[config.mk]
export PLATFORM = sky130hd
export DESIGN_NAME = ifu_fetch_top
export DESIGN_NICKNAME = d
export VERILOG_FILES = /design/src/ifu_pkg.sv /design/src/ifu_pc_gen.sv /design/src/ifu_axi_master.sv /design/src/ifu_inst_rom.sv /design/src/ifu_fetch_top.sv
export VERILOG_INCLUDE_DIRS = /design/src /design/src/src
export SDC_FILE = /design/constraint.sdc
export NUM_CORES = 1
export LEC_CHECK = 0
export BUFFER_PORTS_ARGS = -buffer_cell sky130_fd_sc_hd__buf_2
export CAP_MARGIN = 0
export CORE_ASPECT_RATIO = 1.5
export CORE_UTILIZATION = 30
export CTS_CLUSTER_DIAMETER = 30
export DETAILED_ROUTE_END_ITERATION = 7
export PLACE_DENSITY_LB_ADDON = 0.2
export SLEW_MARGIN = 10
export SYNTH_ARGS = -nofsm -noshare
export SYNTH_HDL_FRONTEND = slang
export SYNTH_SLANG_ARGS = --single-unit
export TNS_END_PERCENT = 30
[constraint.sdc]
create_clock -name clk -period 8.4 [get_ports clk]
set_clock_uncertainty 0.15 [all_clocks]
set_input_delay 1.26 -clock clk [delete_from_list [all_inputs] [get_ports clk]]
set_output_delay 1.26 -clock clk [all_outputs]
set_load 0.05 [all_outputs]
[src/ifu_config.svh]
//////////////////////////////////////////////////
// fetch subsystem constants, byte addresses throughout
// data width must be a power of two number of bytes
// error region runs from IFU_ERR_BASE to the top of memory
//////////////////////////////////////////////////
`ifndef IFU_CONFIG_SVH
`define IFU_CONFIG_SVH

`define IFU_ADDR_W        32            // instruction address width
`define IFU_DATA_W        32            // instruction word width
`define IFU_ID_W          2             // axi read id width
`define IFU_ADDR_Q_DEPTH  3             // outstanding reads in the master
`define IFU_ROM_Q_DEPTH   4             // rom request queue entries

`define IFU_RESET_PC      32'h0000_1000 // first fetch address
`define IFU_ERR_BASE      32'h0001_0000 // slverr at or above this
`define IFU_ROM_KEY       32'h5a5a_c3c3 // rom word = addr ^ key

`endif

[src/ifu_pkg.sv]
//////////////////////////////////////////////////
// shared fetch types, widths come from ifu_config.svh
// response codes follow the axi4 rresp encoding
//////////////////////////////////////////////////
`default_nettype none

`include "ifu_config.svh"

package ifu_pkg;

    // one instruction address and one instruction word
    typedef logic [`IFU_ADDR_W-1:0] inst_addr_t;
    typedef logic [`IFU_DATA_W-1:0] inst_word_t;

    // rresp codes, bit 1 set means the read failed
    typedef enum logic [1:0] {
        OKAY   = 2'b00,
        EXOKAY = 2'b01,  // exclusive ok, never produced here
        SLVERR = 2'b10,
        DECERR = 2'b11
    } axi_resp_e;

    // rom response sequencer
    typedef enum logic [1:0] {
        ROM_IDLE = 2'b00,  // nothing in service
        ROM_WAIT = 2'b01,  // counting down the latency
        ROM_RESP = 2'b10   // r channel presented, waiting for rready
    } rom_state_e;

endpackage

`default_nettype wire

[src/ifu_pc_gen.sv]
//////////////////////////////////////////////////
// fetch pc, steps one word per accepted read
// jump has priority over stall and back-pressure
// jump targets are expected to be word aligned
//////////////////////////////////////////////////
`timescale 1ns/10ps
`default_nettype none

`include "ifu_config.svh"

module ifu_pc_gen
    import ifu_pkg::*;
(
    input  logic       clk,
    input  logic       rst_n,
    input  logic       stall_i,      // fetch held from outside
    input  logic       pc_stall_i,   // master cannot take the request
    input  logic       jump_i,       // single cycle redirect
    input  inst_addr_t jump_addr_i,
    output inst_addr_t pc_o
);

    // one instruction word in bytes
    localparam inst_addr_t PC_STEP = inst_addr_t'(`IFU_DATA_W / 8);

    inst_addr_t pc_q;
    inst_addr_t pc_d;
    logic       advance;

    // request goes out and is taken exactly when neither hold is up,
    // so that is the cycle the pc may move on
    assign advance = !stall_i && !pc_stall_i;

    always_comb begin
        pc_d = pc_q;  // default hold
        if (jump_i) begin
            pc_d = jump_addr_i;  // redirect wins
        end else if (advance) begin
            pc_d = pc_q + PC_STEP;
        end
    end

    always_ff @(posedge clk) begin
        if (!rst_n) begin
            pc_q <= `IFU_RESET_PC;
        end else begin
            pc_q <= pc_d;
        end
    end

    assign pc_o = pc_q;  // straight to araddr in the master

endmodule

`default_nettype wire

[src/ifu_axi_master.sv]
//////////////////////////////////////////////////
// single-beat axi read master for instruction fetch
// up to IFU_ADDR_Q_DEPTH reads in flight, in order only
// a jump bumps arid, older responses are then dropped
// an error response stalls the stream until the next jump
//////////////////////////////////////////////////
`timescale 1ns/10ps
`default_nettype none

`include "ifu_config.svh"

module ifu_axi_master
    import ifu_pkg::*;
(
    input  logic                 clk,
    input  logic                 rst_n,
    input  logic                 stall_axi_i,        // no new fetch, no response taken
    input  logic                 jump_flag_i,        // flush and switch id
    input  inst_addr_t           pc_i,
    output logic                 read_resp_error_o,  // sticky until reset
    output inst_word_t           inst_data_o,
    output inst_addr_t           inst_addr_o,
    output logic                 inst_valid_o,
    output logic                 pc_stall_o,
    // ar channel
    output logic [`IFU_ID_W-1:0] m_axi_arid_o,
    output inst_addr_t           m_axi_araddr_o,
    output logic                 m_axi_arvalid_o,
    input  logic                 m_axi_arready_i,
    // r channel
    input  logic [`IFU_ID_W-1:0] m_axi_rid_i,
    input  inst_word_t           m_axi_rdata_i,
    input  axi_resp_e            m_axi_rresp_i,
    input  logic                 m_axi_rvalid_i,
    output logic                 m_axi_rready_o
);

    localparam int unsigned QD      = `IFU_ADDR_Q_DEPTH;
    localparam int unsigned PTR_W   = $clog2(QD);
    localparam int unsigned CNT_W   = $clog2(QD + 1);
    // arsize for a full data word, arlen 0 and incr are implied by the slave
    localparam int unsigned AR_SIZE = $clog2(`IFU_DATA_W / 8);

    logic [`IFU_ID_W-1:0] arid_q;
    logic                 err_q;

    // address queue, one entry per outstanding read
    inst_addr_t           addr_q [QD];
    logic [PTR_W-1:0]     rd_ptr;
    logic [PTR_W-1:0]     wr_ptr;
    logic [CNT_W-1:0]     q_count;
    logic                 q_empty;
    logic                 q_full;

    logic                 ar_hs;
    logic                 rsp_hs;
    logic                 rsp_err;
    logic                 rid_match;
    logic                 valid_resp;
    logic                 err_hit;
    logic                 same_cycle_resp;
    logic                 push;
    logic                 pop;

    // wrap at depth, depth need not be a power of two
    function automatic logic [PTR_W-1:0] ptr_inc(input logic [PTR_W-1:0] p);
        return (p == PTR_W'(QD - 1)) ? '0 : p + 1'b1;
    endfunction

    assign q_empty = (q_count == '0);
    assign q_full  = (q_count == CNT_W'(QD));

    // ar channel, address taken straight from the pc
    assign m_axi_arid_o    = arid_q;
    assign m_axi_araddr_o  = {pc_i[`IFU_ADDR_W-1:AR_SIZE], {AR_SIZE{1'b0}}};
    assign m_axi_arvalid_o = !stall_axi_i && !q_full;
    assign m_axi_rready_o  = !stall_axi_i;  // stall also holds off responses

    assign ar_hs     = m_axi_arvalid_o && m_axi_arready_i;
    assign rsp_hs    = m_axi_rvalid_i && m_axi_rready_o;
    assign rsp_err   = (m_axi_rresp_i == SLVERR) || (m_axi_rresp_i == DECERR);
    assign rid_match = (m_axi_rid_i == arid_q);  // stale ids fall out here

    // good beat of the current stream, nothing passes in a jump cycle
    assign valid_resp = rsp_hs && rid_match && !rsp_err && !jump_flag_i;
    assign err_hit    = rsp_hs && rid_match && rsp_err && !jump_flag_i;

    // response for the read issued this very cycle, queue bypassed
    assign same_cycle_resp = ar_hs && valid_resp && q_empty;

    assign push = ar_hs && !same_cycle_resp;
    assign pop  = !stall_axi_i && !q_empty && valid_resp;

    // pc only moves once the read has actually been taken
    assign pc_stall_o = (m_axi_arvalid_o && !m_axi_arready_i) || q_full;

    always_ff @(posedge clk) begin
        if (!rst_n) begin
            arid_q  <= '0;
            err_q   <= 1'b0;
            rd_ptr  <= '0;
            wr_ptr  <= '0;
            q_count <= '0;
        end else begin
            if (err_hit) begin
                err_q <= 1'b1;  // sticky
            end
            if (jump_flag_i) begin
                arid_q  <= arid_q + 1'b1;  // wraps, old stream now mismatches
                rd_ptr  <= '0;
                wr_ptr  <= '0;
                q_count <= '0;
            end else begin
                if (push) begin
                    wr_ptr <= ptr_inc(wr_ptr);
                end
                if (pop) begin
                    rd_ptr <= ptr_inc(rd_ptr);
                end
                if (push && !pop) begin
                    q_count <= q_count + 1'b1;
                end else if (pop && !push) begin
                    q_count <= q_count - 1'b1;
                end
            end
        end
    end

    // queue storage
    always_ff @(posedge clk) begin
        if (push && !jump_flag_i) begin
            addr_q[wr_ptr] <= m_axi_araddr_o;
        end
    end

    assign read_resp_error_o = err_q;
    assign inst_data_o       = m_axi_rdata_i;  // data is not buffered
    assign inst_addr_o       = !q_empty        ? addr_q[rd_ptr] :
                               same_cycle_resp ? m_axi_araddr_o : '0;
    assign inst_valid_o      = valid_resp;

endmodule

`default_nettype wire

[src/ifu_inst_rom.sv]
//////////////////////////////////////////////////
// behavioral rom, axi read slave, single beat only
// word = address ^ IFU_ROM_KEY, slverr from IFU_ERR_BASE up
// latency 1 to 4 cycles from an lfsr, responses in order
//////////////////////////////////////////////////
`timescale 1ns/10ps
`default_nettype none

`include "ifu_config.svh"

module ifu_inst_rom
    import ifu_pkg::*;
(
    input  logic                 clk,
    input  logic                 rst_n,
    // ar channel
    input  logic [`IFU_ID_W-1:0] s_axi_arid_i,
    input  inst_addr_t           s_axi_araddr_i,
    input  logic                 s_axi_arvalid_i,
    output logic                 s_axi_arready_o,
    // r channel
    output logic [`IFU_ID_W-1:0] s_axi_rid_o,
    output inst_word_t           s_axi_rdata_o,
    output axi_resp_e            s_axi_rresp_o,
    output logic                 s_axi_rvalid_o,
    input  logic                 s_axi_rready_i
);

    localparam int unsigned QD    = `IFU_ROM_Q_DEPTH;
    localparam int unsigned PTR_W = $clog2(QD);
    localparam int unsigned CNT_W = $clog2(QD + 1);

    // request queue, id and address side by side
    logic [`IFU_ID_W-1:0] qid   [QD];
    inst_addr_t           qaddr [QD];
    logic [PTR_W-1:0]     rd_ptr;
    logic [PTR_W-1:0]     wr_ptr;
    logic [CNT_W-1:0]     q_count;
    logic                 q_empty;
    logic                 q_full;
    logic                 push;

    rom_state_e           state_q;
    logic [1:0]           wait_q;    // extra cycles left in ROM_WAIT
    logic [7:0]           lfsr_q;
    logic                 lfsr_fb;
    logic                 start;     // head of queue enters service
    logic                 resp_done;

    // request in service
    logic [`IFU_ID_W-1:0] rid_q;
    inst_addr_t           raddr_q;

    function automatic logic [PTR_W-1:0] ptr_inc(input logic [PTR_W-1:0] p);
        return (p == PTR_W'(QD - 1)) ? '0 : p + 1'b1;
    endfunction

    assign q_empty         = (q_count == '0);
    assign q_full          = (q_count == CNT_W'(QD));
    assign s_axi_arready_o = !q_full;
    assign push            = s_axi_arvalid_i && s_axi_arready_o;

    // next request may start in the same edge the last one is taken
    assign resp_done = (state_q == ROM_RESP) && s_axi_rready_i;
    assign start     = !q_empty && ((state_q == ROM_IDLE) || resp_done);

    // x^8 + x^6 + x^5 + x^4 + 1
    assign lfsr_fb = lfsr_q[7] ^ lfsr_q[5] ^ lfsr_q[4] ^ lfsr_q[3];

    always_ff @(posedge clk) begin
        if (!rst_n) begin
            rd_ptr  <= '0;
            wr_ptr  <= '0;
            q_count <= '0;
            state_q <= ROM_IDLE;
            wait_q  <= '0;
            lfsr_q  <= 8'ha5;  // any nonzero seed
        end else begin
            lfsr_q <= {lfsr_q[6:0], lfsr_fb};  // free running
            if (push) begin
                wr_ptr <= ptr_inc(wr_ptr);
            end
            if (start) begin
                rd_ptr <= ptr_inc(rd_ptr);
            end
            if (push && !start) begin
                q_count <= q_count + 1'b1;
            end else if (start && !push) begin
                q_count <= q_count - 1'b1;
            end

            unique case (state_q)
                ROM_IDLE, ROM_RESP: begin
                    if (start) begin
                        // zero draw goes straight to the r channel
                        state_q <= (lfsr_q[1:0] == 2'd0) ? ROM_RESP : ROM_WAIT;
                        wait_q  <= lfsr_q[1:0] - 2'd1;
                    end else if (resp_done) begin
                        state_q <= ROM_IDLE;
                    end
                end
                ROM_WAIT: begin
                    if (wait_q == 2'd0) begin
                        state_q <= ROM_RESP;
                    end else begin
                        wait_q <= wait_q - 2'd1;
                    end
                end
                default: state_q <= ROM_IDLE;
            endcase
        end
    end

    // queue storage and response payload
    always_ff @(posedge clk) begin
        if (push) begin
            qid[wr_ptr]   <= s_axi_arid_i;
            qaddr[wr_ptr] <= s_axi_araddr_i;
        end
        if (start) begin
            rid_q   <= qid[rd_ptr];   // id echoed back unchanged
            raddr_q <= qaddr[rd_ptr];
        end
    end

    // payload only changes on start, so r stays put until rready
    assign s_axi_rvalid_o = (state_q == ROM_RESP);
    assign s_axi_rid_o    = rid_q;
    assign s_axi_rdata_o  = raddr_q ^ `IFU_ROM_KEY;
    assign s_axi_rresp_o  = (raddr_q >= `IFU_ERR_BASE) ? SLVERR : OKAY;

endmodule

`default_nettype wire

[src/ifu_fetch_top.sv]
//////////////////////////////////////////////////
// fetch front end, pc generator + axi master + rom
// stall_i and jump_i go to both pc and master
//////////////////////////////////////////////////
`timescale 1ns/10ps
`default_nettype none

`include "ifu_config.svh"

module ifu_fetch_top
    import ifu_pkg::*;
(
    input  logic       clk,
    input  logic       rst_n,
    input  logic       stall_i,
    input  logic       jump_i,
    input  inst_addr_t jump_addr_i,
    output logic       inst_valid_o,
    output inst_addr_t inst_addr_o,
    output inst_word_t inst_data_o,
    output logic       read_resp_error_o
);

    inst_addr_t           pc;
    logic                 pc_stall;  // back-pressure from the master

    // master to rom
    logic [`IFU_ID_W-1:0] ar_id;
    inst_addr_t           ar_addr;
    logic                 ar_valid;
    logic                 ar_ready;
    logic [`IFU_ID_W-1:0] r_id;
    inst_word_t           r_data;
    axi_resp_e            r_resp;
    logic                 r_valid;
    logic                 r_ready;

    ifu_pc_gen u_pc_gen (
        .clk         (clk),
        .rst_n       (rst_n),
        .stall_i     (stall_i),
        .pc_stall_i  (pc_stall),
        .jump_i      (jump_i),
        .jump_addr_i (jump_addr_i),
        .pc_o        (pc)
    );

    ifu_axi_master u_axi_master (
        .clk               (clk),
        .rst_n             (rst_n),
        .stall_axi_i       (stall_i),
        .jump_flag_i       (jump_i),
        .pc_i              (pc),
        .read_resp_error_o (read_resp_error_o),
        .inst_data_o       (inst_data_o),
        .inst_addr_o       (inst_addr_o),
        .inst_valid_o      (inst_valid_o),
        .pc_stall_o        (pc_stall),
        .m_axi_arid_o      (ar_id),
        .m_axi_araddr_o    (ar_addr),
        .m_axi_arvalid_o   (ar_valid),
        .m_axi_arready_i   (ar_ready),
        .m_axi_rid_i       (r_id),
        .m_axi_rdata_i     (r_data),
        .m_axi_rresp_i     (r_resp),
        .m_axi_rvalid_i    (r_valid),
        .m_axi_rready_o    (r_ready)
    );

    ifu_inst_rom u_inst_rom (
        .clk             (clk),
        .rst_n           (rst_n),
        .s_axi_arid_i    (ar_id),
        .s_axi_araddr_i  (ar_addr),
        .s_axi_arvalid_i (ar_valid),
        .s_axi_arready_o (ar_ready),
        .s_axi_rid_o     (r_id),
        .s_axi_rdata_o   (r_data),
        .s_axi_rresp_o   (r_resp),
        .s_axi_rvalid_o  (r_valid),
        .s_axi_rready_i  (r_ready)
    );

endmodule

`default_nettype wire

==> metrics <==
Leak Pwr roughly 5.4 nW; sum of negative setup slack 0 ns; arrival time at the worst endpoint 4.27 ns; pre-CTS setup slack between 2 and 3 ns; DP Cell Count about 1500; maximum number of pins on one net before global-route repair 46; die height 256.7 um; post-CTS clock slew at the launch and capture registers of the worst setup and hold paths 0.06 ns; RSZ-0062 raised after global routing no; number of antenna violations at the first check in global routing 1; final core utilization 36.62%; Total Routing Usage GR between 10% and 20%; fin crit share 67.60%; Detail Route Antenna Nets 0; critical-path maximum fanout 31; Fin. Hold Viols 0; clock tree buffer depth 3; final period demand of the worst path between 5 and 6 ns; most used flip-flop cell after synthesis edfxtp_1; count of fill cells added during filler insertion 4169; Post-DP HPWL 21.40 mm; Post-route DRC 0; clock tree root driver cell clkbuf_16; pwr/cell area ~330 nW/um2; total gr overflow 0; # clock sinks 310; Gate Count Post-Synth 876; Total Die Area 44090 um2; worst slew margin relative to its limit approximately 26%; area of all placed cells without fillers 15680 um2; Critical Path Sink Type output pin; worst supply voltage drop on vdd 0.1389 mV; first-pass detailed-route iteration total 4; outcome complete, no violations; Final Max Slew Viols 0; Worst Path Required ~7.0 ns; post-route setup slack about 2.7 ns; # port buffers 95; post-synthesis sequential area ratio around two thirds; Worst Hold Margin 0.2524 ns; number of flops mapped to enable cells by yosys 250; vias in the first global route 8037; Cell Count, Final, Fillers Out roughly 1600; synthesized flop and latch total 310; synth-to-layout area growth 20.88%; area occupied by registers 8712 um2; Core Box Area ~43000 um2; total setup buffers inserted after CTS 0; classification of the worst-slack hold path reg -> reg; asr flop ratio synth 0%; count of boundary I/O pins approximately 100; fraction of layout instances using a drive strength above 1 27.56%; average footprint of a synthesized cell 14.81 um2; Clock Latency Late Sink 0.55 ns; number of warnings printed during yosys synthesis 0; number of DRC markers after the initial detailed-route iteration 432; post-placement cell area ~14000 um2; Final nets 1012; post-detailed-route wirelength per cell between 20 and 25 um; Crit Path Category in -> out; CTS H-tree lvls 2; number of distinct library cells after synthesis 67; row cnt 93; Die Span X 171.8 um; Initial Utilization between 30% and 40%; Via density about 5; Setup Viol. Count Final 0; number of buffers added to fix hold violations after cts 0; overall power after layout between 5 and 6 mW; TritonCTS clock tree built; first-pass GRT wire length 50.63 mm; clock buffer count from CTS 49; upper clock frequency limit 176.1 MHz; global placement routability congestion 0.7869; diodes inserted 0; via count 7849; slew of the pin with the lowest slew margin 1.112 ns; summed instance area of the synthesized netlist approximately 13000 um2; wirelength, routed ~34 mm; post-cts repair resize count 0; type of origin of the critical path input port; multi-input combinational cell area 3805 um2; Max Cap Viol 0
[layout make-up]
| type | count | share of cell area (%) |
|---|---|---|
| flip-flops and latches | 310 | 55.56 |
| multi-input cells | 464 | 24.26 |
| clock buffers | 57 | 8.410 |
| well taps | 570 | 4.548 |
| repair buffers | 110 | 3.750 |
| clock inverters | 32 | 2.705 |
| inverters | 32 | 0.7660 |
[worst max-delay path: stages]
cell and delay (ns):
buf_2 0.32, or4b_4 0.63, or3_4 0.44, nor4_4 0.56, buf_4 0.47, a31o_1 0.26
buf_2 0.28
[registers in the layout (all words and copies together), names as in the netlist, 3 cells and up, named ones only]
name	flops
u_inst_rom.qaddr	120
u_axi_master.addr_q	90
u_inst_rom.raddr_q	30
u_pc_gen.pc_o	30
u_inst_rom.lfsr_q	8
u_inst_rom.qid	8
u_inst_rom.q_count	3
[Yosys cell counts, types with 5 or more instances]
master | count | area, um2
nand2b_1 | 10 | 62.56
mux4_2 | 32 | 720.7
clkbuf_1 | 37 | 138.9
mux2i_1 | 34 | 340.3
nand4_1 | 19 | 118.9
xor2_1 | 12 | 105.1
a31oi_1 | 13 | 81.33
nand3_1 | 20 | 100.1
o21ai_0 | 27 | 135.1
nor3_1 | 10 | 50.05
dfxtp_1 | 60 | 1201
or3_1 | 10 | 62.56
and3_1 | 9 | 56.30
a211oi_1 | 7 | 52.55
nand2_1 | 22 | 82.58
inv_1 | 31 | 116.4
buf_4 | 20 | 150.1
buf_2 | 6 | 30.03
o311a_1 | 5 | 50.05
nor2_1 | 55 | 206.5
xnor2_1 | 7 | 61.31
and4_1 | 7 | 61.31
nor4_1 | 14 | 87.58
a31o_1 | 30 | 262.8
ha_1 | 8 | 100.1
mux2_2 | 30 | 337.8
a21oi_1 | 23 | 115.1
and2_1 | 6 | 37.54
edfxtp_1 | 250 | 7507
[cell usage in the layout (no fill, tap or decap), drive strengths merged, types with 3 or more instances in the layout]
cell type / n
xnor2: 7
nor4: 16
and4: 7
inv: 42
or3: 11
nor2b: 3
a31o: 31
conb: 4
xor2: 12
buf: 110
o21ai: 27
nand2: 22
nand3: 20
nor3: 10
mux4: 32
bufinv: 8
mux2: 30
nand4: 20
dfxtp: 60
o311a: 5
and2: 6
a21oi: 23
nand2b: 10
edfxtp: 250
ha: 8
and3: 9
clkbuf: 57
a31oi: 13
or4: 4
clkinvlp: 3
a311oi: 4
a211oi: 7
nor2: 55
mux2i: 34
clkinv: 11
a211o: 3
[kinds of logic (layout without fill, tap and decap cells)]
group	count (synthesis)	count (layout)	share of synthesized area, %
adders and majority gates	9	9	0.9260
other	2	4	0.05789
muxes	96	96	10.78
buffers and inverters	104	231	3.887
AOI/OAI and AO/OA	135	135	7.340
xor gates and xnor gates	19	19	1.283
and+or+nand+nor	201	201	8.594
DFF	310	310	67.13
[routing by layer]
metal | GRT usage, % | share of wire (%) | up-vias
met2 | 28.37 | 53 | 205
met3 | 2.470 | 4.1 | 63
met1 | 18.30 | 40 | 4010
li1 | - | - | 3569
met4 | 6.342 | 3.4 | 2
met5 | 0 | 0.038 | -
[power breakdown]
| part | switching [mW] | total, mW | internal, mW |
|---|---|---|---|
| combinational | 0.687 | 0.979 | 0.292 |
| clock | 0.743 | 2.13 | 1.38 |
| sequential | 0.168 | 2.09 | 1.92 |
| total | 1.60 | 5.20 | 3.60 |
[final timing paths]
kind                                                       start                                   end  slack, ns  cells past startpoint
worst max register to register  u_inst_rom.raddr_q[22]$_DFFE_PP_  u_axi_master.q_count[1]$_SDFFE_PP0P_       4.81                      7
worst min register to register   u_inst_rom.lfsr_q[6]$_SDFF_PN0_       u_inst_rom.lfsr_q[7]$_SDFF_PN1_       0.25                      1
worst max-delay path                                      jump_i                        inst_addr_o[8]       2.72                      7
worst min-delay path             u_inst_rom.lfsr_q[6]$_SDFF_PN0_       u_inst_rom.lfsr_q[7]$_SDFF_PN1_       0.25                      1
(Power assumes the default switching activity.)
